**src/logic/sample_fifo.sv**
```systemverilog
`timescale 1ns/10ps

module sample_fifo #(
	parameter type payload_t = logic [11:0],
	parameter int  DEPTH     = 32
) (
	input  logic                     RCLK,
	input  logic                     rst_resync,
	input  logic                     wr,
	input  payload_t                 din,
	input  logic                     rd,
	output payload_t                 dout,
	output logic                     empty,
	output logic [$clog2(DEPTH):0]   level,
	output logic                     ovf
);

	localparam int PTR_W = $clog2(DEPTH);

	payload_t         mem [DEPTH];
	logic [PTR_W-1:0] wr_ptr;
	logic [PTR_W-1:0] rd_ptr;
	logic [PTR_W:0]   count;
	logic             full;
	logic             do_wr;
	logic             do_rd;

	assign full  = (count == (PTR_W+1)'(DEPTH));
	assign empty = (count == '0);
	assign do_wr = wr && !full;
	assign do_rd = rd && !empty;   // read of an empty FIFO is ignored

	assign dout  = mem[rd_ptr];    // head shows through
	assign level = count;

	always_ff @(posedge RCLK) begin
		if (do_wr)
			mem[wr_ptr] <= din;
	end

	always_ff @(posedge RCLK or posedge rst_resync) begin
		if (rst_resync) begin
			wr_ptr <= '0;
			rd_ptr <= '0;
			count  <= '0;
		end else begin
			if (do_wr)
				wr_ptr <= (wr_ptr == PTR_W'(DEPTH - 1)) ? '0 : wr_ptr + 1'b1;
			if (do_rd)
				rd_ptr <= (rd_ptr == PTR_W'(DEPTH - 1)) ? '0 : rd_ptr + 1'b1;
			case ({do_wr, do_rd})
				2'b10:   count <= count + 1'b1;
				2'b01:   count <= count - 1'b1;
				default: count <= count;       // both or neither
			endcase
		end
	end

	// overflow stays until reset
	always_ff @(posedge RCLK or posedge rst_resync) begin
		if (rst_resync)
			ovf <= 1'b0;
		else if (wr && full)
			ovf <= 1'b1;
	end

endmodule

```
**config.mk**
```make
export PLATFORM = sky130hd
export DESIGN_NAME = sample_fifo
export DESIGN_NICKNAME = d
export VERILOG_FILES = /design/src/logic/sample_fifo.sv
export SDC_FILE = /design/constraint.sdc
export NUM_CORES = 1
export LEC_CHECK = 0
export BUFFER_PORTS_ARGS = -buffer_cell sky130_fd_sc_hd__buf_2
export CORE_MARGIN = 2
export CORE_UTILIZATION = 40
export CTS_CLUSTER_DIAMETER = 50
export DETAILED_ROUTE_END_ITERATION = 10
export SLEW_MARGIN = 25
export SYNTH_ARGS = -nofsm -noshare
export SYNTH_HDL_FRONTEND = slang
export SYNTH_SLANG_ARGS = --single-unit
```
**constraint.sdc**
```tcl
create_clock -name RCLK -period 7.5 [get_ports RCLK]
set_input_delay 1.5 -clock RCLK [delete_from_list [all_inputs] [get_ports RCLK]]
set_output_delay 1.5 -clock RCLK [all_outputs]
set_load 0.005 [all_outputs]
```
Word level (Yosys, flattened, before mapping):

Memories as Yosys holds them, arrays and structs flattened.
Index checks and enable logic that the tools add are counted.

* flip-flop bits (word level): 17
* memory bits (writable): 384
* input bits: 16
* output and inout bits: 20
* memories kept: 1

* add/subtract/negate cells: 4
* equal/unequal tests: 5
* multiplexer cells: 5
* reduce and logical (&&, ||, !) cells: 7

Memory list
* mem: words 32, bits a word 12, read ports 1, clocked after memory_dff 0, wr ports 1, RTL line 20 `payload_t mem [DEPTH];`

Operator list (count)
* one-hot mux 6 bit (2 select lines): 1
* adder 5 x 1 -> 5 bit, second input constant: 2
* equality test 5 bit, second input constant: 2
* two-way mux 5 bit: 2
* adder 6 x 1 -> 6 bit, second input constant: 1
* equality test 6 bit, second input constant: 1
* logical NOT 6 bit: 1
* subtractor 6 x 1 -> 6 bit, second input constant: 1
* logical AND 1 bit: 3
* equality test 2 x 1 -> 1 bit, second input constant: 1
* equality test 2 bit, second input constant: 1
* logical NOT 1 bit: 2
* two-way mux 1 bit: 2
* nonzero test 2 bit: 1

Longest topological paths before layout:

* depth in word-level cells: 5
* depth in mapped cells: 10

Worst setup path before layout:

OpenSTA, ideal clock, no wires.

* path type: input -> register
* start point: input wr
* end point: register count[5], in the netlist level[5]
* setup time: 123 ps
* data arrival time: 3297 ps
* slack: 4081 ps
* cell stages on the path: 8
* path buffers: 0
* cell sequence: o31a_1 -> inv_2 -> ha_1 -> ha_1 -> nor4b_1 -> a311o_1 -> a311o_1 -> xnor2_1

* word-level cells in the longest chain between the ends: 3
* elaborated cells on any way between the ends: 5

Ends and longest elaborated chain
* start: declaration: RTL line 9 `input logic wr,`
* logical AND 1 bit *: RTL line 30 `assign do_wr = wr && !full;`
* equality test 2 x 1 -> 1 bit / equality test 2 bit (equally long branches): RTL line 51 `case ({do_wr, do_rd})`
* one-hot mux 6 bit (2 select lines) / nonzero test 2 bit (equally long branches)
* end signal: assignment: RTL line 52 `2'b10: count <= count + 1'b1;`
* end signal: assignment: RTL line 53 `2'b01: count <= count - 1'b1;`
* end signal: assignment: RTL line 54 `default: count <= count;`
* end: declaration: RTL line 23 `logic [PTR_W:0] count;`

Every way passes the cells marked *; elsewhere a longest branch is shown, timed or not.
A chain may end at the register's enable or synchronous reset.

==> impl_metrics.csv <==
group,metric,value,unit
run_status,outcome,"completed",
synthesis,synth_cell_types,52,
critical_path,r2r_slack,4.14,ns
power_and_ir_drop,ir_drop,189,uV
timing,fin_skew,0.0156,ns
global_routing,antenna_found_initial,1,
critical_path,r2r_cells,9,
detailed_routing,drc,0,
cells_and_area,fin_area,18100,sq um
timing,fin_setup_tns,0,ns
clock_network,cts.clk_slew.worst_paths,0.05,ns
detailed_routing,firstDrtPassIters,7,
floorplan,coreArea,38800,sq um
synthesis,synth_cells,784,
clock_network,numCtsBuffers,42,
critical_path,cp.required,6.00,ns
timing,maxSlewHeadroom,27.7,%
synthesis,async_flop_share,4.24,%
power_and_ir_drop,leakage,0.00595,uW
cells_and_area,multi_input_area,3560,sq um
detailed_routing,wl_per_cell,24.5,um
synthesis,synth_area_leaders,"edfxtp_1, mux4_2, mux2i_1",
synthesis,yosys_warnings,0,
clock_network,clkLatencyLatePin,0.53,ns
clock_network,hold_buffers,0,
timing,hold_viol,0,
clock_network,postCtsSetupRepairBufs,0,
min_path,hold_path.class,"reg -> reg",
synthesis,synth_nets,813,
cells_and_area,diodes,0,
global_routing,grt_pass1_wl,51.7,mm
detailed_routing,vias_per_cell,5.47,
global_routing,gr-usage-all-layers,17.2,%
clock_network,clockBufferDepth,3,
cells_and_area,area_growth,14.6,%
synthesis,synth_edf_count,384,
synthesis,synth_common_cells,"edfxtp_1, mux4_2, mux2i_1",
cells_and_area,fillers,3207,
cells_and_area,seqCellArea,12000,sq um
critical_path,path_buf_inv,3,
detailed_routing,dr_total_vias,7745,
timing,rsz0062_at_grt,"no",
critical_path,critPathMaxStageDelay,1.02,ns
floorplan,dieHeight,203,um
global_routing,grt_max_degree,50,
synthesis,yosysMostFrequentCell,"edfxtp_1",
min_path,hold_start,"ovf",
timing,slew_violations,0,
synthesis,synth_top_area_cell,"edfxtp_1",
critical_path,crit_path_start_kind,"register",
detailed_routing,antenna_left,0,
placed_design,gp_congestion,0.739,
min_path,whs_path_depth,1,
global_routing,grt_overflow,0,
placed_design,hpwl,20.0,mm
placed_design,placed_cell_area,16700,sq um
clock_network,cts_tree,"done",
timing,fin_crit_sh,72.0,%
critical_path,path_cells,"buf_4, nand3b_1, buf_4, o22ai_1, a2111oi_1, a21oi_1, buf_2",
timing,setup_viol,0,
power_and_ir_drop,cellPowerDensity,364,nW/um^2
clock_network,cts_max_level,2,
detailed_routing,wirelength,34.7,mm
critical_path,crit_top_cell,"buf_4",
floorplan,io_pins,36,
critical_path,critPathKind,"reg -> out",
cells_and_area,nets,894,
clock_network,cts_resized,0,
cells_and_area,post-route-util,46.6,%
timing,fmax,185,MHz
synthesis,synth-seq-cells,401,
timing,final.min_clock_period,5.40,ns
clock_network,cts_sinks,401,
detailed_routing,drt_iter0_markers,621,
floorplan,die-area,41100,sq um
global_routing,grt_pass1_vias,8033,
cells_and_area,drive_gt1_share,24.8,%
synthesis,synthFlopType,"edfxtp_1",
synthesis,synth_area,15800,sq um
critical_path,crit_path_end_kind,"output port",
min_path,hold_path_end,"ovf",
critical_path,r2r-end,"level[5]",
synthesis,synth_top_area_share,73.0,%
floorplan,rows,72,
flow_run,maxCapViolCount,0,
synthesis,yosysSeqAreaShare,75.7,%
floorplan,initial_core_util,40.7,%
critical_path,cp_slowest_cell,"dfrtp_1",
placed_design,io_buffers,35,
critical_path,cpLargestDelayFamily,"compound AO/OA/AOI/OAI gates",
timing,worst_slew_pin_slew,1.08,ns
critical_path,crit_fanout,23,
clock_network,cts_root_buffer,"clkbuf_16",
floorplan,die_x,203,um
synthesis,avgSynthCellArea,20.2,sq um
critical_path,arrival,3.90,ns
critical_path,r2r-start,"level[0]",
worst reg2reg max path, stage by stage (launching register included):
cell and delay (ns):
dfrtp_1 0.45, or4_4 0.61, o31a_1 0.40, inv_2 0.17, ha_1 0.35, ha_1 0.31, a211oi_1 0.35, nor2_1 0.11
a311o_1 0.35, xnor2_1 0.14
worst max path at each step:
stage,start,endpoint,slack [ns],depth (start not counted)
after floorplan,wr,level[5],4.08,8
after global placement,rd_ptr[0],dout[11],2.53,5
after detailed placement,rd_ptr[0],dout[10],2.53,6
after CTS,rd_ptr[0],dout[10],1.96,6
after global routing,rd_ptr[0],dout[11],1.71,5
final,rd_ptr[1],dout[5],2.10,7
placed cells by master, fill, tap and decap left out, types with 3 or more instances in the layout:
cell type  count
a2111oi_1      9
a211oi_1       4
a21oi_1       22
a22o_1        12
a22oi_1       12
buf_2         35
buf_4         42
bufinv_16      5
clkbuf_1      10
clkbuf_16     45
clkinv_1       6
clkinv_2       8
dfrtp_1       15
edfxtp_1     384
ha_1          12
inv_1         10
mux2i_1       50
mux4_2        72
nand2_1       14
nand2b_1       4
nand3_1        4
nand3b_1       5
nor2_1        38
o21ai_0        4
o21ai_1        7
o221ai_1      12
o22ai_1       11
o31ai_1        3
where the power goes:
part / total, uW / internal, uW / switching (uW) / leakage (uW)
Combinational: 1680 / 743 / 935 / 0.00160
Sequential: 2830 / 2610 / 220 / 0.00366
Clock: 2090 / 1270 / 824 / 0.000687
Total: 6600 / 4620 / 1980 / 0.00595
cell families (layout without fill, tap and decap cells):
group	after synthesis	after routing	synth area share [%]
compound gates	109	109	5.14
xor+xnor	3	3	0.166
fa+ha+maj	13	13	1.08
buf+inv	51	166	1.82
flops	401	401	75.7
mux	124	124	13.6
simple gates	83	83	2.53
registers in the layout, summed over array words and instances (netlist names):
signal,flops
wr_ptr,5
level,6
rd_ptr,5
mem,384
ovf,1
metrics by stage:
step	setup WS [ns]	total power, uW	hold WS [ns]	instances
2_1_floorplan	4.08	3950	0.451	784
3_3_place_gp	2.53	4550	0.444	1339
3_5_place_dp	2.53	4570	0.452	1339
4_1_cts	1.96	6660	0.467	1417
5_1_grt	1.71	6880	0.497	1417
6_report	2.10	6600	0.460	1417
cell type report:
class / instances / share of cell area [%]
Clock inverter: 23 / 1.35
Inverter: 11 / 0.228
Clock buffer: 55 / 6.42
Sequential cell: 401 / 66.0
Tap cell: 518 / 3.58
Timing Repair Buffer: 77 / 2.71
Multi-Input combinational cell: 332 / 19.7
routing by layer:
layer / vias to the layer above / part of all wire (%) / global-route usage [%]
li1: 3420 / - / -
met1: 4060 / 45 / 24.6
met2: 219 / 47 / 26.9
met3: 44 / 6.2 / 3.39
met4: 2 / 2.0 / 4.69
met5: - / 0.037 / 0
Note: power is estimated with default switching activity, not from simulation.
