`src/logic/readout_pkg.sv`:
```
package readout_pkg;

	localparam int SAMP_W          = 12;
	localparam int SAMP_COUNT      = 8;
	localparam int NUM_CHAN        = 2;
	localparam int LINK_CREDITS    = 4;
	localparam int SAMP_FIFO_DEPTH = 32;
	localparam int TRIG_FIFO_DEPTH = 8;
	localparam int PKT_WORDS       = 2 + SAMP_COUNT + 2;
	localparam logic [7:0] TRAILER_BASE = 8'h7F;

	localparam int CRC_W       = 15;
	localparam int TRIG_CNT_W  = 24;
	localparam int SAMP_LVL_W  = $clog2(SAMP_FIFO_DEPTH) + 1;
	localparam int WCNT_W      = $clog2(PKT_WORDS);
	localparam int CRED_W      = $clog2(LINK_CREDITS + 1);
	localparam int CHAN_SEL_W  = (NUM_CHAN > 1) ? $clog2(NUM_CHAN) : 1;

	// word positions inside a packet
	localparam logic [WCNT_W-1:0] W_TRIG_HI    = WCNT_W'(0);
	localparam logic [WCNT_W-1:0] W_TRIG_LO    = WCNT_W'(1);
	localparam logic [WCNT_W-1:0] W_SAMP_FIRST = WCNT_W'(2);
	localparam logic [WCNT_W-1:0] W_SAMP_LAST  = WCNT_W'(2 + SAMP_COUNT - 1);
	localparam logic [WCNT_W-1:0] W_CRC        = WCNT_W'(2 + SAMP_COUNT);
	localparam logic [WCNT_W-1:0] W_TRAILER    = WCNT_W'(PKT_WORDS - 1);

	typedef logic [SAMP_W-1:0] sample_t;

	typedef struct packed {
		logic [11:0] match_cnt;   // matched triggers before this one
		logic [11:0] trig_lo;     // low bits of the trigger count
	} trig_rec_t;

	typedef logic [15:0] link_word_t;

	// next CRC-15 state after 13 data bits
	function automatic logic [CRC_W-1:0] crc15_d13(input logic [12:0] d,
			input logic [CRC_W-1:0] c);
		logic [CRC_W-1:0] n;
		n[0]  = d[0]  ^ c[2];
		n[1]  = d[0]  ^ d[1]  ^ c[2]  ^ c[3];
		n[2]  = d[1]  ^ d[2]  ^ c[3]  ^ c[4];
		n[3]  = d[2]  ^ d[3]  ^ c[4]  ^ c[5];
		n[4]  = d[3]  ^ d[4]  ^ c[5]  ^ c[6];
		n[5]  = d[4]  ^ d[5]  ^ c[6]  ^ c[7];
		n[6]  = d[5]  ^ d[6]  ^ c[7]  ^ c[8];
		n[7]  = d[6]  ^ d[7]  ^ c[8]  ^ c[9];
		n[8]  = d[7]  ^ d[8]  ^ c[9]  ^ c[10];
		n[9]  = d[8]  ^ d[9]  ^ c[10] ^ c[11];
		n[10] = d[9]  ^ d[10] ^ c[11] ^ c[12];
		n[11] = d[10] ^ d[11] ^ c[12] ^ c[13];
		n[12] = d[11] ^ d[12] ^ c[13] ^ c[14];
		n[13] = d[12] ^ c[14] ^ c[0];
		n[14] = c[1];
		return n;
	endfunction

endpackage
```
`src/logic/trigger_tagger.sv`:
```
`timescale 1ns/10ps

module trigger_tagger
	import readout_pkg::*;
(
	input  logic      RCLK,
	input  logic      rst_resync,
	input  logic      l1a,
	input  logic      l1a_match,
	output logic      rec_push,
	output trig_rec_t rec
);

	logic [TRIG_CNT_W-1:0] trig_cnt;
	logic [11:0]           match_cnt;

	always_ff @(posedge RCLK or posedge rst_resync) begin
		if (rst_resync) begin
			trig_cnt  <= '0;
			match_cnt <= '0;
			rec_push  <= 1'b0;
		end else begin
			if (l1a)
				trig_cnt <= trig_cnt + 1'b1;
			if (l1a_match)
				match_cnt <= match_cnt + 1'b1;
			rec_push <= l1a_match;          // one cycle after the match
		end
	end

	// record carries the counts from before this trigger
	always_ff @(posedge RCLK) begin
		if (l1a_match) begin
			rec.match_cnt <= match_cnt;
			rec.trig_lo   <= trig_cnt[11:0];
		end
	end

endmodule

```
`config.mk`:
```
export PLATFORM = sky130hd
export DESIGN_NAME = trigger_tagger
export DESIGN_NICKNAME = d
export VERILOG_FILES = /design/src/logic/readout_pkg.sv /design/src/logic/trigger_tagger.sv
export SDC_FILE = /design/constraint.sdc
export NUM_CORES = 1
export LEC_CHECK = 0
export BUFFER_PORTS_ARGS = -buffer_cell sky130_fd_sc_hd__clkbuf_2
export CORE_MARGIN = 8
export CORE_UTILIZATION = 49
export CTS_CLUSTER_DIAMETER = 60
export DETAILED_ROUTE_END_ITERATION = 12
export GPL_ROUTABILITY_DRIVEN = 0
export PLACE_DENSITY = 0.73
export SYNTH_ARGS = -nofsm -noshare
export SYNTH_HDL_FRONTEND = slang
export SYNTH_SLANG_ARGS = --single-unit
```
`constraint.sdc`:
```
create_clock -name RCLK -period 1.1 [get_ports RCLK]
set_input_delay 0.055 -clock RCLK [delete_from_list [all_inputs] [get_ports RCLK]]
set_output_delay 0.055 -clock RCLK [all_outputs]
set_load 0.05 [all_outputs]
```
# Word level (Yosys, flattened, before mapping)

Index checks and enable logic that the tools add are counted.

Add/subtract/negate cells: 2

Operators by type and width:

| operator              | number |
|---|---|
| $add 24x1->24 const B | 1 |
| $add 12x1->12 const B | 1 |

Register bits after elaboration: 61
Output and inout port bits: 25

# Longest topological paths before layout

Word-level depth: 1
Mapped depth: 4

# Worst setup path before layout

No wires, ideal clock.

Path type: reg2reg
From: register match_cnt[0]
To: register match_cnt[10]
Setup time: 0.079 ns
Data arrival time: 1.125 ns
Path slack: -0.104 ns
Cell stages (with the launch flop): 5
Buffers on the path: 0
Cells stage by stage: dfrtp_1 ha_1 nand3_1 nor4_2 xor2_1

Word-level cells in the longest chain between the ends: 1

Ends and longest elaborated chain:

| what                     | line                 | RTL |
|---|---|---|
| start: declaration       | trigger_tagger.sv:15 | `logic [11:0] match_cnt;` |
| start signal: assignment | trigger_tagger.sv:26 | `match_cnt <= match_cnt + 1'b1;` |
| $add 12x1->12            | trigger_tagger.sv:26 |  |

Every way passes these cells.
A chain may end at the register's enable or synchronous reset.

# Worst setup path after layout

From: register trig_cnt[1]
To: register trig_cnt[4]

Word-level cells in the longest chain between the ends: 1

Ends and longest elaborated chain:

| what                     | line                 | RTL |
|---|---|---|
| start: declaration       | trigger_tagger.sv:14 | `logic [TRIG_CNT_W-1:0] trig_cnt;` |
| start signal: assignment | trigger_tagger.sv:24 | `trig_cnt <= trig_cnt + 1'b1;` |
| $add 24x1->24            | trigger_tagger.sv:24 |  |

Every way passes these cells.

==> key figures <==
Drt
  • Avg Vias per Cell: 4.792
  • First-pass iteration count of the detailed router: 4
  • DRC violation total after the first TritonRoute iteration: 72
  • DRC: 0
  • Routed Wire Length: 3147 um
  • Post-detailed-route count of antenna-violating nets: 0
  • Final routed wire length divided by cell count: roughly 14 um
  • Vias post-DR: between 1000 and 1500

Yosys
  • Mean post-synth cell area: 16.18 um2
  • Total standard cell area after synthesis: 1828 um2
  • Synth Net Count: approximately 120
  • Synth Warn #: 0
  • Commonest cells in the netlist: dfrtp_1, edfxtp_1, xnor2_1, xor2_1, nand2_1
  • Leading cell type by number of instances after synthesis: dfrtp_1
  • Portion of synthesized cell area occupied by the leading cell type: 39.43%
  • Number of synthesized flops with an enable pin: 24
  • Cell type contributing the most total cell area after synthesis: edfxtp_1
  • Count of state elements after synthesis: 49
  • Most used flip-flop cell after synthesis: dfrtp_1
  • Gate count of the mapped netlist: 113
  • Fraction of registers with async set or reset after synthesis: 51.02%
  • Unique cell type count in the Yosys netlist: 16
  • Portion of the post-synthesis area used by sequential elements: 73.65%
  • Area contributors post-synth: edfxtp_1, dfrtp_1, xnor2_1

Final layout
  • Non-filler instance count after layout: 226
  • Layout net count: 183
  • Number of inserted diodes: 0
  • Fillcell total: around 260
  • Ratio of cells with drive above 1 in the final layout: between 50% and 60%
  • Area growth from synthesis to final layout: 37.51%

STA
  • Number of hold-slack violations in the final timing report: 0
  • Achievable frequency: roughly 840 MHz
  • Transition time at the pin with the least slew margin: 0.3192 ns
  • RSZ-0062 raised after global routing: yes
  • Headroom to the max-slew limit: about four fifths
  • Clock Skews: between 0.003 and 0.004 ns
  • Final setup violating endpoints: 14
  • Part of the cycle the worst path needs: 108.8%
  • Min setup slack post-route: -0.09704 ns
  • Total count of max-transition violations in the final report: 0
  • Final worst path period need: 1.197 ns

Worst setup path
  • Category of the worst setup path launch point: flop
  • Biggest cell delay along the critical path: 0.36 ns
  • Critical-path top delay cell: dfrtp_1
  • WP data required: 1.29 ns
  • Kind of capture point of the worst setup path: flop
  • Kind of critical path: flop to flop
  • Reg-to-reg critical path endpoint: trig_cnt[4]
  • Critical path data arrival time: 1.39 ns
  • Critical-path maximum fanout: 4
  • WP buf/inv: 1
  • Cell depth of the worst flop-to-flop path: 4
  • Family with the most delay on the worst path: flip-flops
  • Startpoint of the lowest-slack register-to-register path: trig_cnt[1]
  • Crit path cell chain: ha_2 -> nand4_1 -> buf_4 -> xnor2_2
  • Slack of the worst reg-to-reg path: -0.1 ns

Run
  • Count of max-cap constraint violations: 0

Floorplan
  • Starting density of the core: between 50% and 60%
  • Die extent in y: 77.08 um
  • Std cell rows: 22
  • I/O pin cnt: 29
  • Area of the die: 5941 um2
  • Die boundary width: ~77 um
  • Area of the core: 3633 um2

Place
  • HPWL Detailed: between 2000 and 2500 um
  • Inst Count DP: 211
  • Quantity of I/O buffers inserted on ports: 28
  • Worst slack at placement: -0.1188 ns

Worst hold path
  • Worst hold path stage count: 2
  • Class of the tightest hold or removal check: input pin to flop
  • Min-Delay Endpoint: trig_cnt[0]
  • Source of the worst hold timing path: l1a

Clock tree
  • Maximum buffer depth of the clock tree: 2
  • Root buf cell: clkbuf_8
  • TritonCTS clock tree: yes
  • CTS H-tree lvls: 2
  • Register clock-pin slew on the reported worst setup and hold paths: around 0.08 ns
  • Cts bufs inserted: 5
  • CTS Sinks: 49
  • Clock latency reported for the late side of the worst-skew pair: 0.30 ns

Outcome
  • Failing checks: setup timing
  • Run status: finished, violations left

Global route
  • First-pass GRT wire length: between 5000 and 6000 um
  • Antenna violations before repair: 0
  • Overall global routing resource usage: a little under an eighth
  • Via count of the first global-routing pass: 1167
  • Maximum number of pins on one net before global-route repair: 26
  • Grt ovf: 0

Pwr
  • Static leakage power: 1.113 nW
  • Largest voltage drop on the vdd net: 0.001412 V
  • Total power divided by cell area: between 2000 and 2500 nW/um2
-- flip-flops by register name, indices dropped and copies added, names as in the netlist --
| signal | flops |
|---|---|
| rec | 24 |
| rec_push | 1 |
| match_cnt | 12 |
| trig_cnt | 12 |
-- logic make-up after synthesis --
logic type               count (synthesis)  share of synthesized area (%)
flip-flops                              49                          73.65
AND/OR/NAND/NOR                         33                          12.18
XOR/XNOR                                22                          10.54
buffers and inverters                    5                          1.027
multiplexers                             2                          1.232
adder cells (fa/ha/maj)                  2                          1.369
-- per-layer routing --
| layer | wire length (um) | track usage [%] | vias up | part of all wire (%) |
|---|---|---|---|---|
| met5 | 0 | 0 | - | 0 |
| met4 | 64 | 5.660 | 0 | 2.0 |
| met3 | 170 | 4.895 | 6 | 5.4 |
| met2 | 1664 | 19.80 | 19 | 53 |
| met1 | 1247 | 11.91 | 530 | 40 |
| li1 | - | - | 528 | - |
-- power by group --
group          total, W  internal, W  switching [W]
clock network   0.00130     0.000738       0.000566
registers       0.00276      0.00242       0.000337
logic           0.00212     0.000916        0.00120
-- stage by stage --
stage / area [um2] / hold slack (ns) / util (%) / total power, W / TNS, ns
2_1_floorplan: 1838 / 0.08232 / - / 0.003796 / -0.2596
3_3_place_gp: 2203 / 0.09454 / 60.64 / 0.004504 / -0.1370
3_5_place_dp: 2203 / 0.1082 / 60.64 / 0.004585 / -0.6206
4_1_cts: 2402 / 0.009658 / 66.12 / 0.006028 / -0.3894
5_1_grt: 2514 / 0.04563 / 69.18 / 0.006491 / -1.763
6_report: 2514 / 0.02402 / 69.18 / 0.006181 / -0.6089
-- worst register-to-register path, cell delays in order (launching register included) --
cell,delay (ns)
dfrtp_1,0.36
ha_2,0.18
nand4_1,0.20
buf_4,0.22
xnor2_2,0.13
-- cells in the final DEF (no fill, tap or decap), drive strengths merged --
master       instances
ha                   2
nor3                 6
clkinvlp             1
clkbuf              34
and3                 1
xor2                11
edfxtp              24
nor4                 3
inv                  5
bufinv               1
xnor2               11
mux2                 2
buf                 28
nand2                8
nor2                 4
dlygate4sd3          1
nand3                4
nand4                7
dfrtp               25
-- layout make-up --
| type | count | area (um2) | share of cell area [%] |
|---|---|---|---|
| well taps | 48 | 60.06 | 2.389 |
| inverters | 5 | 18.77 | 0.7466 |
| clock buffers | 6 | 82.58 | 3.285 |
| repair buffers | 57 | 375.4 | 14.93 |
| flip-flops and latches | 49 | 1349 | 53.66 |
| clock inverters | 2 | 37.54 | 1.493 |
| multi-input cells | 59 | 590.6 | 23.49 |
-- repair_timing --
action	CTS	global route
buffers inserted	5	1
cloned	0	0
hold buffers	1	0
endpoints found under the setup margin	13	18
hold endpoints to repair	25	0
pin swaps	5	14
gates resized for setup	9	19
-- how the worst max path moves through the flow --
| stage | startpoint | to | slack (ns) | cells past startpoint |
|---|---|---|---|---|
| 6_report | trig_cnt[1] | trig_cnt[4] | -0.1 | 4 |
| 3_5_place_dp | match_cnt[0] | match_cnt[10] | -0.12 | 4 |
| 3_3_place_gp | match_cnt[0] | match_cnt[10] | -0.06 | 4 |
| 5_1_grt | trig_cnt[1] | trig_cnt[4] | -0.18 | 4 |
| 4_1_cts | trig_cnt[1] | trig_cnt[4] | -0.06 | 4 |
| 2_1_floorplan | match_cnt[0] | match_cnt[10] | -0.10 | 4 |
No activity file was read; power rests on OpenSTA's default activity.
