$ cat config.mk
export PLATFORM = sky130hd
export DESIGN_NAME = packet_framer
export DESIGN_NICKNAME = d
export VERILOG_FILES = /design/src/logic/readout_pkg.sv /design/src/logic/packet_framer.sv
export SDC_FILE = /design/constraint.sdc
export NUM_CORES = 1
export LEC_CHECK = 0
export BUFFER_PORTS_ARGS = -buffer_cell sky130_fd_sc_hd__buf_2
export CAP_MARGIN = 20
export CORE_MARGIN = 10
export CORE_UTILIZATION = 44
export CTS_CLUSTER_SIZE = 24
export DETAILED_ROUTE_END_ITERATION = 7
export GPL_ROUTABILITY_DRIVEN = 0
export PLACE_DENSITY = 0.76
export SLEW_MARGIN = 20
export SYNTH_ARGS = -nofsm -noshare
export SYNTH_HDL_FRONTEND = slang
export SYNTH_SLANG_ARGS = --single-unit
export TNS_END_PERCENT = 10
$ cat constraint.sdc
create_clock -name RCLK -period 2.32 [get_ports RCLK]
set_clock_uncertainty 0.05 [all_clocks]
set_input_delay 0.696 -clock RCLK [delete_from_list [all_inputs] [get_ports RCLK]]
set_output_delay 0.696 -clock RCLK [all_outputs]
set_load 0.1 [all_outputs]
$ cat src/logic/readout_pkg.sv
package readout_pkg;

	localparam int SAMP_W          = 12;
	localparam int SAMP_COUNT      = 8;
	localparam int NUM_CHAN        = 2;
	localparam int LINK_CREDITS    = 4;
	localparam int SAMP_FIFO_DEPTH = 32;
	localparam int TRIG_FIFO_DEPTH = 8;
	localparam int PKT_WORDS       = 2 + SAMP_COUNT + 2;
	localparam logic [7:0] TRAILER_BASE = 8'h7F;

	localparam int CRC_W       = 15;
	localparam int TRIG_CNT_W  = 24;
	localparam int SAMP_LVL_W  = $clog2(SAMP_FIFO_DEPTH) + 1;
	localparam int WCNT_W      = $clog2(PKT_WORDS);
	localparam int CRED_W      = $clog2(LINK_CREDITS + 1);
	localparam int CHAN_SEL_W  = (NUM_CHAN > 1) ? $clog2(NUM_CHAN) : 1;

	// word positions inside a packet
	localparam logic [WCNT_W-1:0] W_TRIG_HI    = WCNT_W'(0);
	localparam logic [WCNT_W-1:0] W_TRIG_LO    = WCNT_W'(1);
	localparam logic [WCNT_W-1:0] W_SAMP_FIRST = WCNT_W'(2);
	localparam logic [WCNT_W-1:0] W_SAMP_LAST  = WCNT_W'(2 + SAMP_COUNT - 1);
	localparam logic [WCNT_W-1:0] W_CRC        = WCNT_W'(2 + SAMP_COUNT);
	localparam logic [WCNT_W-1:0] W_TRAILER    = WCNT_W'(PKT_WORDS - 1);

	typedef logic [SAMP_W-1:0] sample_t;

	typedef struct packed {
		logic [11:0] match_cnt;   // matched triggers before this one
		logic [11:0] trig_lo;     // low bits of the trigger count
	} trig_rec_t;

	typedef logic [15:0] link_word_t;

	// next CRC-15 state after 13 data bits
	function automatic logic [CRC_W-1:0] crc15_d13(input logic [12:0] d,
			input logic [CRC_W-1:0] c);
		logic [CRC_W-1:0] n;
		n[0]  = d[0]  ^ c[2];
		n[1]  = d[0]  ^ d[1]  ^ c[2]  ^ c[3];
		n[2]  = d[1]  ^ d[2]  ^ c[3]  ^ c[4];
		n[3]  = d[2]  ^ d[3]  ^ c[4]  ^ c[5];
		n[4]  = d[3]  ^ d[4]  ^ c[5]  ^ c[6];
		n[5]  = d[4]  ^ d[5]  ^ c[6]  ^ c[7];
		n[6]  = d[5]  ^ d[6]  ^ c[7]  ^ c[8];
		n[7]  = d[6]  ^ d[7]  ^ c[8]  ^ c[9];
		n[8]  = d[7]  ^ d[8]  ^ c[9]  ^ c[10];
		n[9]  = d[8]  ^ d[9]  ^ c[10] ^ c[11];
		n[10] = d[9]  ^ d[10] ^ c[11] ^ c[12];
		n[11] = d[10] ^ d[11] ^ c[12] ^ c[13];
		n[12] = d[11] ^ d[12] ^ c[13] ^ c[14];
		n[13] = d[12] ^ c[14] ^ c[0];
		n[14] = c[1];
		return n;
	endfunction

endpackage
$ cat src/logic/packet_framer.sv
`timescale 1ns/10ps

module packet_framer
	import readout_pkg::*;
#(
	parameter logic [3:0] CHAN_ID = 4'd0
) (
	input  logic                  RCLK,
	input  logic                  rst_resync,
	input  trig_rec_t             rec,
	input  logic                  rec_empty,
	input  sample_t               samp,
	input  logic [SAMP_LVL_W-1:0] samp_level,
	input  logic                  take,
	output logic                  rec_rd,
	output logic                  samp_rd,
	output logic                  req,
	output link_word_t            word,
	output logic                  last
);

	typedef enum logic {
		ST_IDLE,
		ST_SEND
	} state_t;

	state_t             state;
	logic [WCNT_W-1:0]  wcnt;        // index of the word on offer
	logic [CRC_W-1:0]   crc;
	logic               pkt_ready;
	logic               samp_phase;

	// a trigger waits and its samples are all buffered
	assign pkt_ready  = !rec_empty && (samp_level >= SAMP_LVL_W'(SAMP_COUNT));
	assign samp_phase = (wcnt >= W_SAMP_FIRST) && (wcnt <= W_SAMP_LAST);

	assign req     = (state == ST_SEND);
	assign last    = (wcnt == W_TRAILER);
	assign rec_rd  = take && (wcnt == W_TRIG_LO);   // record done after low word
	assign samp_rd = take && samp_phase;

	always_comb begin
		case (wcnt)
			W_TRIG_HI: word = {4'h0, rec.match_cnt};
			W_TRIG_LO: word = {4'h0, rec.trig_lo};
			W_CRC:     word = {1'b0, crc};
			W_TRAILER: word = {TRAILER_BASE, CHAN_ID, 4'hF};
			default:   word = {4'h4, samp};            // sample words
		endcase
	end

	always_ff @(posedge RCLK or posedge rst_resync) begin
		if (rst_resync) begin
			state <= ST_IDLE;
			wcnt  <= '0;
			crc   <= '0;
		end else begin
			case (state)
				ST_IDLE: begin
					if (pkt_ready) begin
						state <= ST_SEND;
						wcnt  <= '0;
						crc   <= '0;                   // fresh CRC per packet
					end
				end
				ST_SEND: begin
					// without a take the word and CRC hold
					if (take) begin
						if (last) begin
							state <= ST_IDLE;
							wcnt  <= '0;
						end else begin
							wcnt <= wcnt + 1'b1;
						end
						if (samp_phase)
							crc <= crc15_d13({1'b0, samp}, crc);
					end
				end
				default: state <= ST_IDLE;
			endcase
		end
	end

endmodule

# Word-level counts from Yosys, hierarchy flattened
# Cells that the tools add are included.
# totals
reg_bits,20
input_bits,46
# op_classes
add_sub_neg,1
eq_ne,6
n_bitwise,38
order_cmp,3
n_mux,13
reduce_logical,8
# op_table
operator,count
one-hot mux 15 bit (4 select lines),1
2-to-1 mux 15 bit,3
bitwise XOR 1 bit,37
one-hot mux 15 bit (2 select lines),1
2-to-1 mux 4 bit,3
== test 4 bit (second input constant),2
one-hot mux 4 bit (2 select lines),1
>= comparator 6 x 4 -> 1 bit (second input constant),1
adder 4 x 1 -> 4 bit (second input constant),1
== test 4 x 1 -> 1 bit (second input constant),1
>= comparator 4 x 2 -> 1 bit (second input constant),1
<= comparator 4 bit (second input constant),1
logical AND 1 bit,4
zero test 4 bit,1
!= test 2 bit (second input constant),2
2-to-1 mux 1 bit,3
AND reduction 3 bit,1
!= test 2 x 1 -> 1 bit (second input constant),1
one-hot mux 1 bit (2 select lines),1
AND reduction 2 bit,1
zero test 1 bit,1
NOT 1 bit,1

# Logic depth before layout (Yosys ltp)
# Gate-level depths: netlist of the first run.
# depth
depth_word,6
mapped_depth,7
ltp_nobuf,5

# Worst setup path after synthesis of the first run
# OpenSTA, ideal clock, no wires.
# synth_path
kind,reg-to-output
from,register wcnt[0]
to,output word[2]
path_stages_with_launch,6
path_buffers,1
slack_ns,-1.710
arrival_ns,3.284
path_cell_list,dfrtp_1 inv_1 ha_1 buf_2 a211oi_1 o32ai_1
# synth_via
elab_chain_cells,2
elab_cells_between_ends,5
cone_classes,3 x eq/ne; 1 x mux; 1 x reduce/logical
# synth_rtl
item,line_no,rtl
start: declaration,packet_framer.sv:28,logic [WCNT_W-1:0] wcnt;
start signal: assignment,packet_framer.sv:73,wcnt <= wcnt + 1'b1;
== test 4 bit (tied with other cells),packet_framer.sv:43,case (wcnt)
one-hot mux 15 bit (4 select lines) (*),packet_framer.sv:43,
end: declaration,packet_framer.sv:18,"output link_word_t word,"
# Every way passes the cells marked *; elsewhere a longest branch is shown, timed or not.

# Worst setup path in the final report of the first run
# layout_path
from,register wcnt[1]
to,output word[3]
# Same word-level chain as after synthesis.

==> results of run 1 <==
[stage by stage]
stage               instance area (um^2)  utilization
finish                              2973       0.8000
global route                        2973       0.8000
CTS                                 2967       0.7983
detailed placement                  2789       0.7505
global placement                    2789       0.7505
floorplan                           2037            -
[state kept, by name, summed over array words and instances (netlist names)]
name	count
req	1
wcnt	4
crc	15
[cells by family (layout without fill, tap and decap cells)]
family          after synthesis  in the layout  synth area share
buf+inv                      31            108           0.08206
fa+ha+maj                     5              5           0.03631
compound gates               64             64            0.2607
flops                        20             20            0.2905
simple gates                 31             31            0.1140
other cells                   1              1          0.002177
mux                          15             15           0.08714
xor+xnor                     25             25            0.1271
[how the worst min path moves through the flow]
stage / start / end / cells past startpoint / slack, ns
floorplan: crc[1] / crc[14] / 2 / 0.47
global placement: crc[1] / crc[14] / 2 / 0.51
detailed placement: crc[1] / crc[14] / 2 / 0.51
CTS: rst_resync / crc[10] / 3 / 0.41
global route: rst_resync / crc[10] / 3 / 0.43
finish: rst_resync / crc[10] / 3 / 0.40
[layout make-up]
cell class / instances / area, um^2
well taps: 48 / 60.06
clock buffers: 4 / 55.05
multi-input cells: 141 / 1465
fillers: 233 / 743.2
inverters: 16 / 65.06
repair buffers: 88 / 823.3
flip-flops and latches: 20 / 504.2
[timing repair]
| item | in CTS | in global routing |
|---|---|---|
| setup buffers | 0 | 0 |
| gates resized for setup | 29 | 2 |
| pin swaps | 5 | 2 |
| endpoints found under the setup margin | 17 | 18 |
| endpoints found under the hold margin | 0 | 0 |
[cell usage after synthesis, types with 2 or more instances]
library cell / instances
nand2_1: 4
buf_2: 8
inv_1: 16
o21ai_0: 15
xor2_1: 2
nor2_1: 6
nand3_1: 4
o22ai_1: 5
a21oi_1: 10
a22oi_1: 6
o21ai_1: 2
o221ai_1: 7
nor3_1: 2
dfrtp_1: 20
o211ai_1: 3
clkbuf_1: 4
a22o_1: 4
ha_1: 5
a211oi_1: 2
xnor2_1: 23
a32oi_1: 5
mux2i_1: 15
[per-layer routing]
metal,vias up,track usage
met5,-,0
met4,0,0.04682
met3,12,0.05832
met2,70,0.3243
met1,908,0.2208
li1,849,-
[cells in the final DEF, fill, tap and decap left out, types with 2 or more instances in the layout]
| master | instances |
|---|---|
| a21oi_1 | 3 |
| a21oi_2 | 7 |
| a22o_1 | 4 |
| a22oi_2 | 5 |
| a32oi_2 | 4 |
| and2_2 | 2 |
| buf_12 | 21 |
| buf_2 | 43 |
| buf_4 | 22 |
| buf_6 | 2 |
| clkbuf_8 | 4 |
| dfrtp_1 | 17 |
| dfrtp_2 | 3 |
| ha_4 | 3 |
| inv_1 | 14 |
| inv_4 | 2 |
| mux2i_1 | 15 |
| nand2_1 | 4 |
| nand3_1 | 4 |
| nor2_1 | 2 |
| nor2_2 | 4 |
| nor3_2 | 2 |
| o211ai_1 | 3 |
| o21ai_0 | 15 |
| o221ai_4 | 7 |
| o22ai_4 | 4 |
| o32ai_4 | 2 |
| xnor2_1 | 23 |
| xor2_1 | 2 |
[critical path, cell delays in order (launching register included)]
cell and delay, ns:
dfrtp_2 0.47, inv_4 0.10, ha_4 0.20, nor3_4 0.05
a211oi_4 0.25, buf_6 0.22, o221ai_4 0.12, buf_12 0.18
==> flow_summary.ini, run 1 <==
[outcome]
status = finished, violations left
violations = setup timing

[clocking]
cts_buffer_depth = 2
hold_buffers = 0
htreeDepth = 1
clk_latency_ns = 0.26
cts.clk_slew.worst_paths_ns = 0.08
clkSinkCount = 20
cts_tree = done
root_buffer = clkbuf_8
cts_buffers = 3

[route]
vias_per_cell = 5.801
wl_mm = 6.234
routed.top_layer = met4
via_count = 1839
dr.pass1.iters = 4
met1_length_mm = 2.401
met2WireLength_mm = 3.152
drtIter0Drc = 123
wl_per_cell_um = 19.67
drc = 0
met3_length_um = 574
ant_nets = 0

[timing]
grt_setup_unrepaired = true
setup-tns-final_ns = -3.643
setup_viol_count_final = 17
maxSlewViolCount = 0
period_minus_slack_ns = 2.608
worst_pin_slew_ns = 0.5846
hold_viol = 0
hold_ws_ns = 0.3988
relSlewSlack = 0.6103
period_share = 1.124
worst_slack_ns = -0.2881
fmax_mhz = 383.4

[synthesis]
yosys.area.top_type = dfrtp_1
synthTopCellsByArea = dfrtp_1 29%, xnor2_1 12%, mux2i_1 8.7%
ys.warnings.count = 0
netlist.area_leader.share = 0.2905
synth-edff-count = 0
ys_async_sr_fraction = 1.000
netlist_area_um2 = 1723
avgSynthCellArea_um2 = 8.973
syn_nets = 243
synth_cell_types = 46
ys_seq_area_frac = 0.2905
synth_ff_type = dfrtp_1
synth_seq_cells = 20
synthCells = 192

[floorplanning]
die_x_um = 82.58
num_rows = 22
die_height_um = 82.58
start_util = 0.4636
core_um2 = 3716
io_pins = 66
die-area_um2 = 6819

[final_layout]
fin_cells = 317
diodes = 0
drive_above_1_share = 0.5539
nets = 321
area.growth.synth_to_final_pct = 72.55

[global_route]
track_usage = 0.1876
antenna_found_initial = 0
grt_max_degree = 21
grt_overflow_total = 0
grt_pass1_vias = 2027
grt_pass1_wl_mm = 10.15

[setup_path]
required_ns = 1.57
r2r_end = crc[10]
worstReg2RegStart = wcnt[0]
crit_path_max_fanout = 6
end_kind = output port
critical_path_class = register to output port
arrival_ns = 1.86
rr_worst_depth = 8
critPathLaunch = wcnt[1]
startpoint_type = register
crit_path_end = word[3]
r2r_slack_ns = 0.38

[place]
place_hpwl_mm = 4.675
io_buffers = 61
placed_cells = 313
dp_slack_ns = -0.09403

[min_path]
hold_path_class = primary input to async pin

[run]
drv_cap = 0
Power of run 1 is left out: the tool's default activity adds up to more than one toggle a clock period on the data nets, which glitch-free logic cannot reach.
==> inputs of run 2 (changes only) <==
- SKIP_CTS_REPAIR_TIMING: unset -> 1
==> flow_summary.ini, run 2 (synthesis gave the netlist of run 1 again) <==
[outcome]
status = finished, violations left
violations = setup timing

[place]
place_hpwl_mm = 4.675
placed_cells = 313
io_buffers = 61

[global_route]
grt_pass1_vias = 1941
grt_pass1_wl_mm = 9.501
grt_max_degree = 21
track_usage = 0.1733
grt_overflow_total = 0
antenna_found_initial = 0

[final_layout]
area.growth.synth_to_final_pct = 71.17
final_cell_mix = 43 x buf_2, 25 x buf_4, 23 x xnor2_1
fin_cells = 318
top_register = crc
layout_commonest_cell = buf_2
nets = 322
drive_above_1_share = 0.5481
largest_register_ffs = 15
n_fill_cell = 241
diodes = 0

[timing]
period_minus_slack_ns = 2.603
hold_viol = 0
worst_slack_ns = -0.2834
period_share = 1.122
setup_viol_count_final = 17
worst_pin_slew_ns = 0.5739
fmax_mhz = 384.1
relSlewSlack = 0.6174
maxSlewViolCount = 0
grt_setup_unrepaired = true

[floorplanning]
die_x_um = 82.58
num_rows = 22
core_um2 = 3716
die_height_um = 82.58
die-area_um2 = 6819
io_pins = 66
start_util = 0.4636

[clocking]
root_buffer = clkbuf_8
htreeDepth = 1
cts_buffer_depth = 2
cts_tree = done
clk_latency_ns = 0.25
clkSinkCount = 20
cts_buffers = 3
cts.clk_slew.worst_paths_ns = 0.08

[run]
drv_cap = 0

[route]
wl_per_cell_um = 19.05
ant_nets = 0
via_count = 1819
dr.pass1.iters = 4
drc = 0
vias_per_cell = 5.720
wl_mm = 6.058
drtIter0Drc = 139

[setup_path]
arrival_ns = 1.86
end_kind = output port
critical_path_class = register to output port
crit_path_max_fanout = 6
startpoint_type = register
required_ns = 1.57

[min_path]
hold_path_class = primary input to async pin
[run 2: changes by cell type in the layout (fill, tap and decap cells not counted), sizes merged]
cell  change
buf       +1
[run 2: path summary, 6_finish.rpt]
path                             from      end  slack (ns)  cells after the start
min in group RCLK              crc[1]  crc[14]        0.53                      2
max in group asynchronous  rst_resync  wcnt[0]        1.58                      3
hold reg to reg                crc[1]  crc[14]        0.53                      2
setup / recovery              wcnt[0]  word[3]       -0.28                      6
setup reg to reg              wcnt[0]  crc[10]        0.41                      8
hold / removal             rst_resync  crc[10]        0.40                      3
[run 2: per-stage QoR]
step           hold slack (ns)  utilization  setup WS (ns)  TNS (ns)  instance area, um^2
2_1_floorplan           0.4688            -        -0.2217    -2.691                 2037
3_3_place_gp            0.5064       0.7505       -0.06008   -0.2511                 2789
3_5_place_dp            0.5051       0.7505       -0.09403   -0.6435                 2789
4_1_cts                 0.4055       0.7653        -0.3991    -5.032                 2844
5_1_grt                 0.4262       0.7936        -0.3602    -4.929                 2949
6_report                0.3989       0.7936        -0.2834    -3.598                 2949
[run 2: per-layer routing]
| metal | share of wire | GRT usage |
|---|---|---|
| met1 | 0.39 | 0.2189 |
| met2 | 0.52 | 0.2893 |
| met3 | 0.089 | 0.05400 |
| met4 | 0.0028 | 0.02508 |
| met5 | 0 | 0 |
[run 2: cell type report]
type                            count  area [um^2]  share of cell area
Clock buffer                        4        55.05             0.01867
Sequential cell                    20        504.2              0.1710
Multi-Input combinational cell    141         1450              0.4917
Tap cell                           48        60.06             0.02036
Inverter                           16        65.06             0.02206
Timing Repair Buffer               89        814.5              0.2762
[run 2: worst max-delay path, cell delays in order (launching register included)]
cell and delay, ns:
dfrtp_2 0.44, ha_2 0.27, nor2_2 0.06, a211oi_4 0.29, buf_6 0.22, o221ai_4 0.12, buf_12 0.19
Power of run 2 is left out for the same reason.
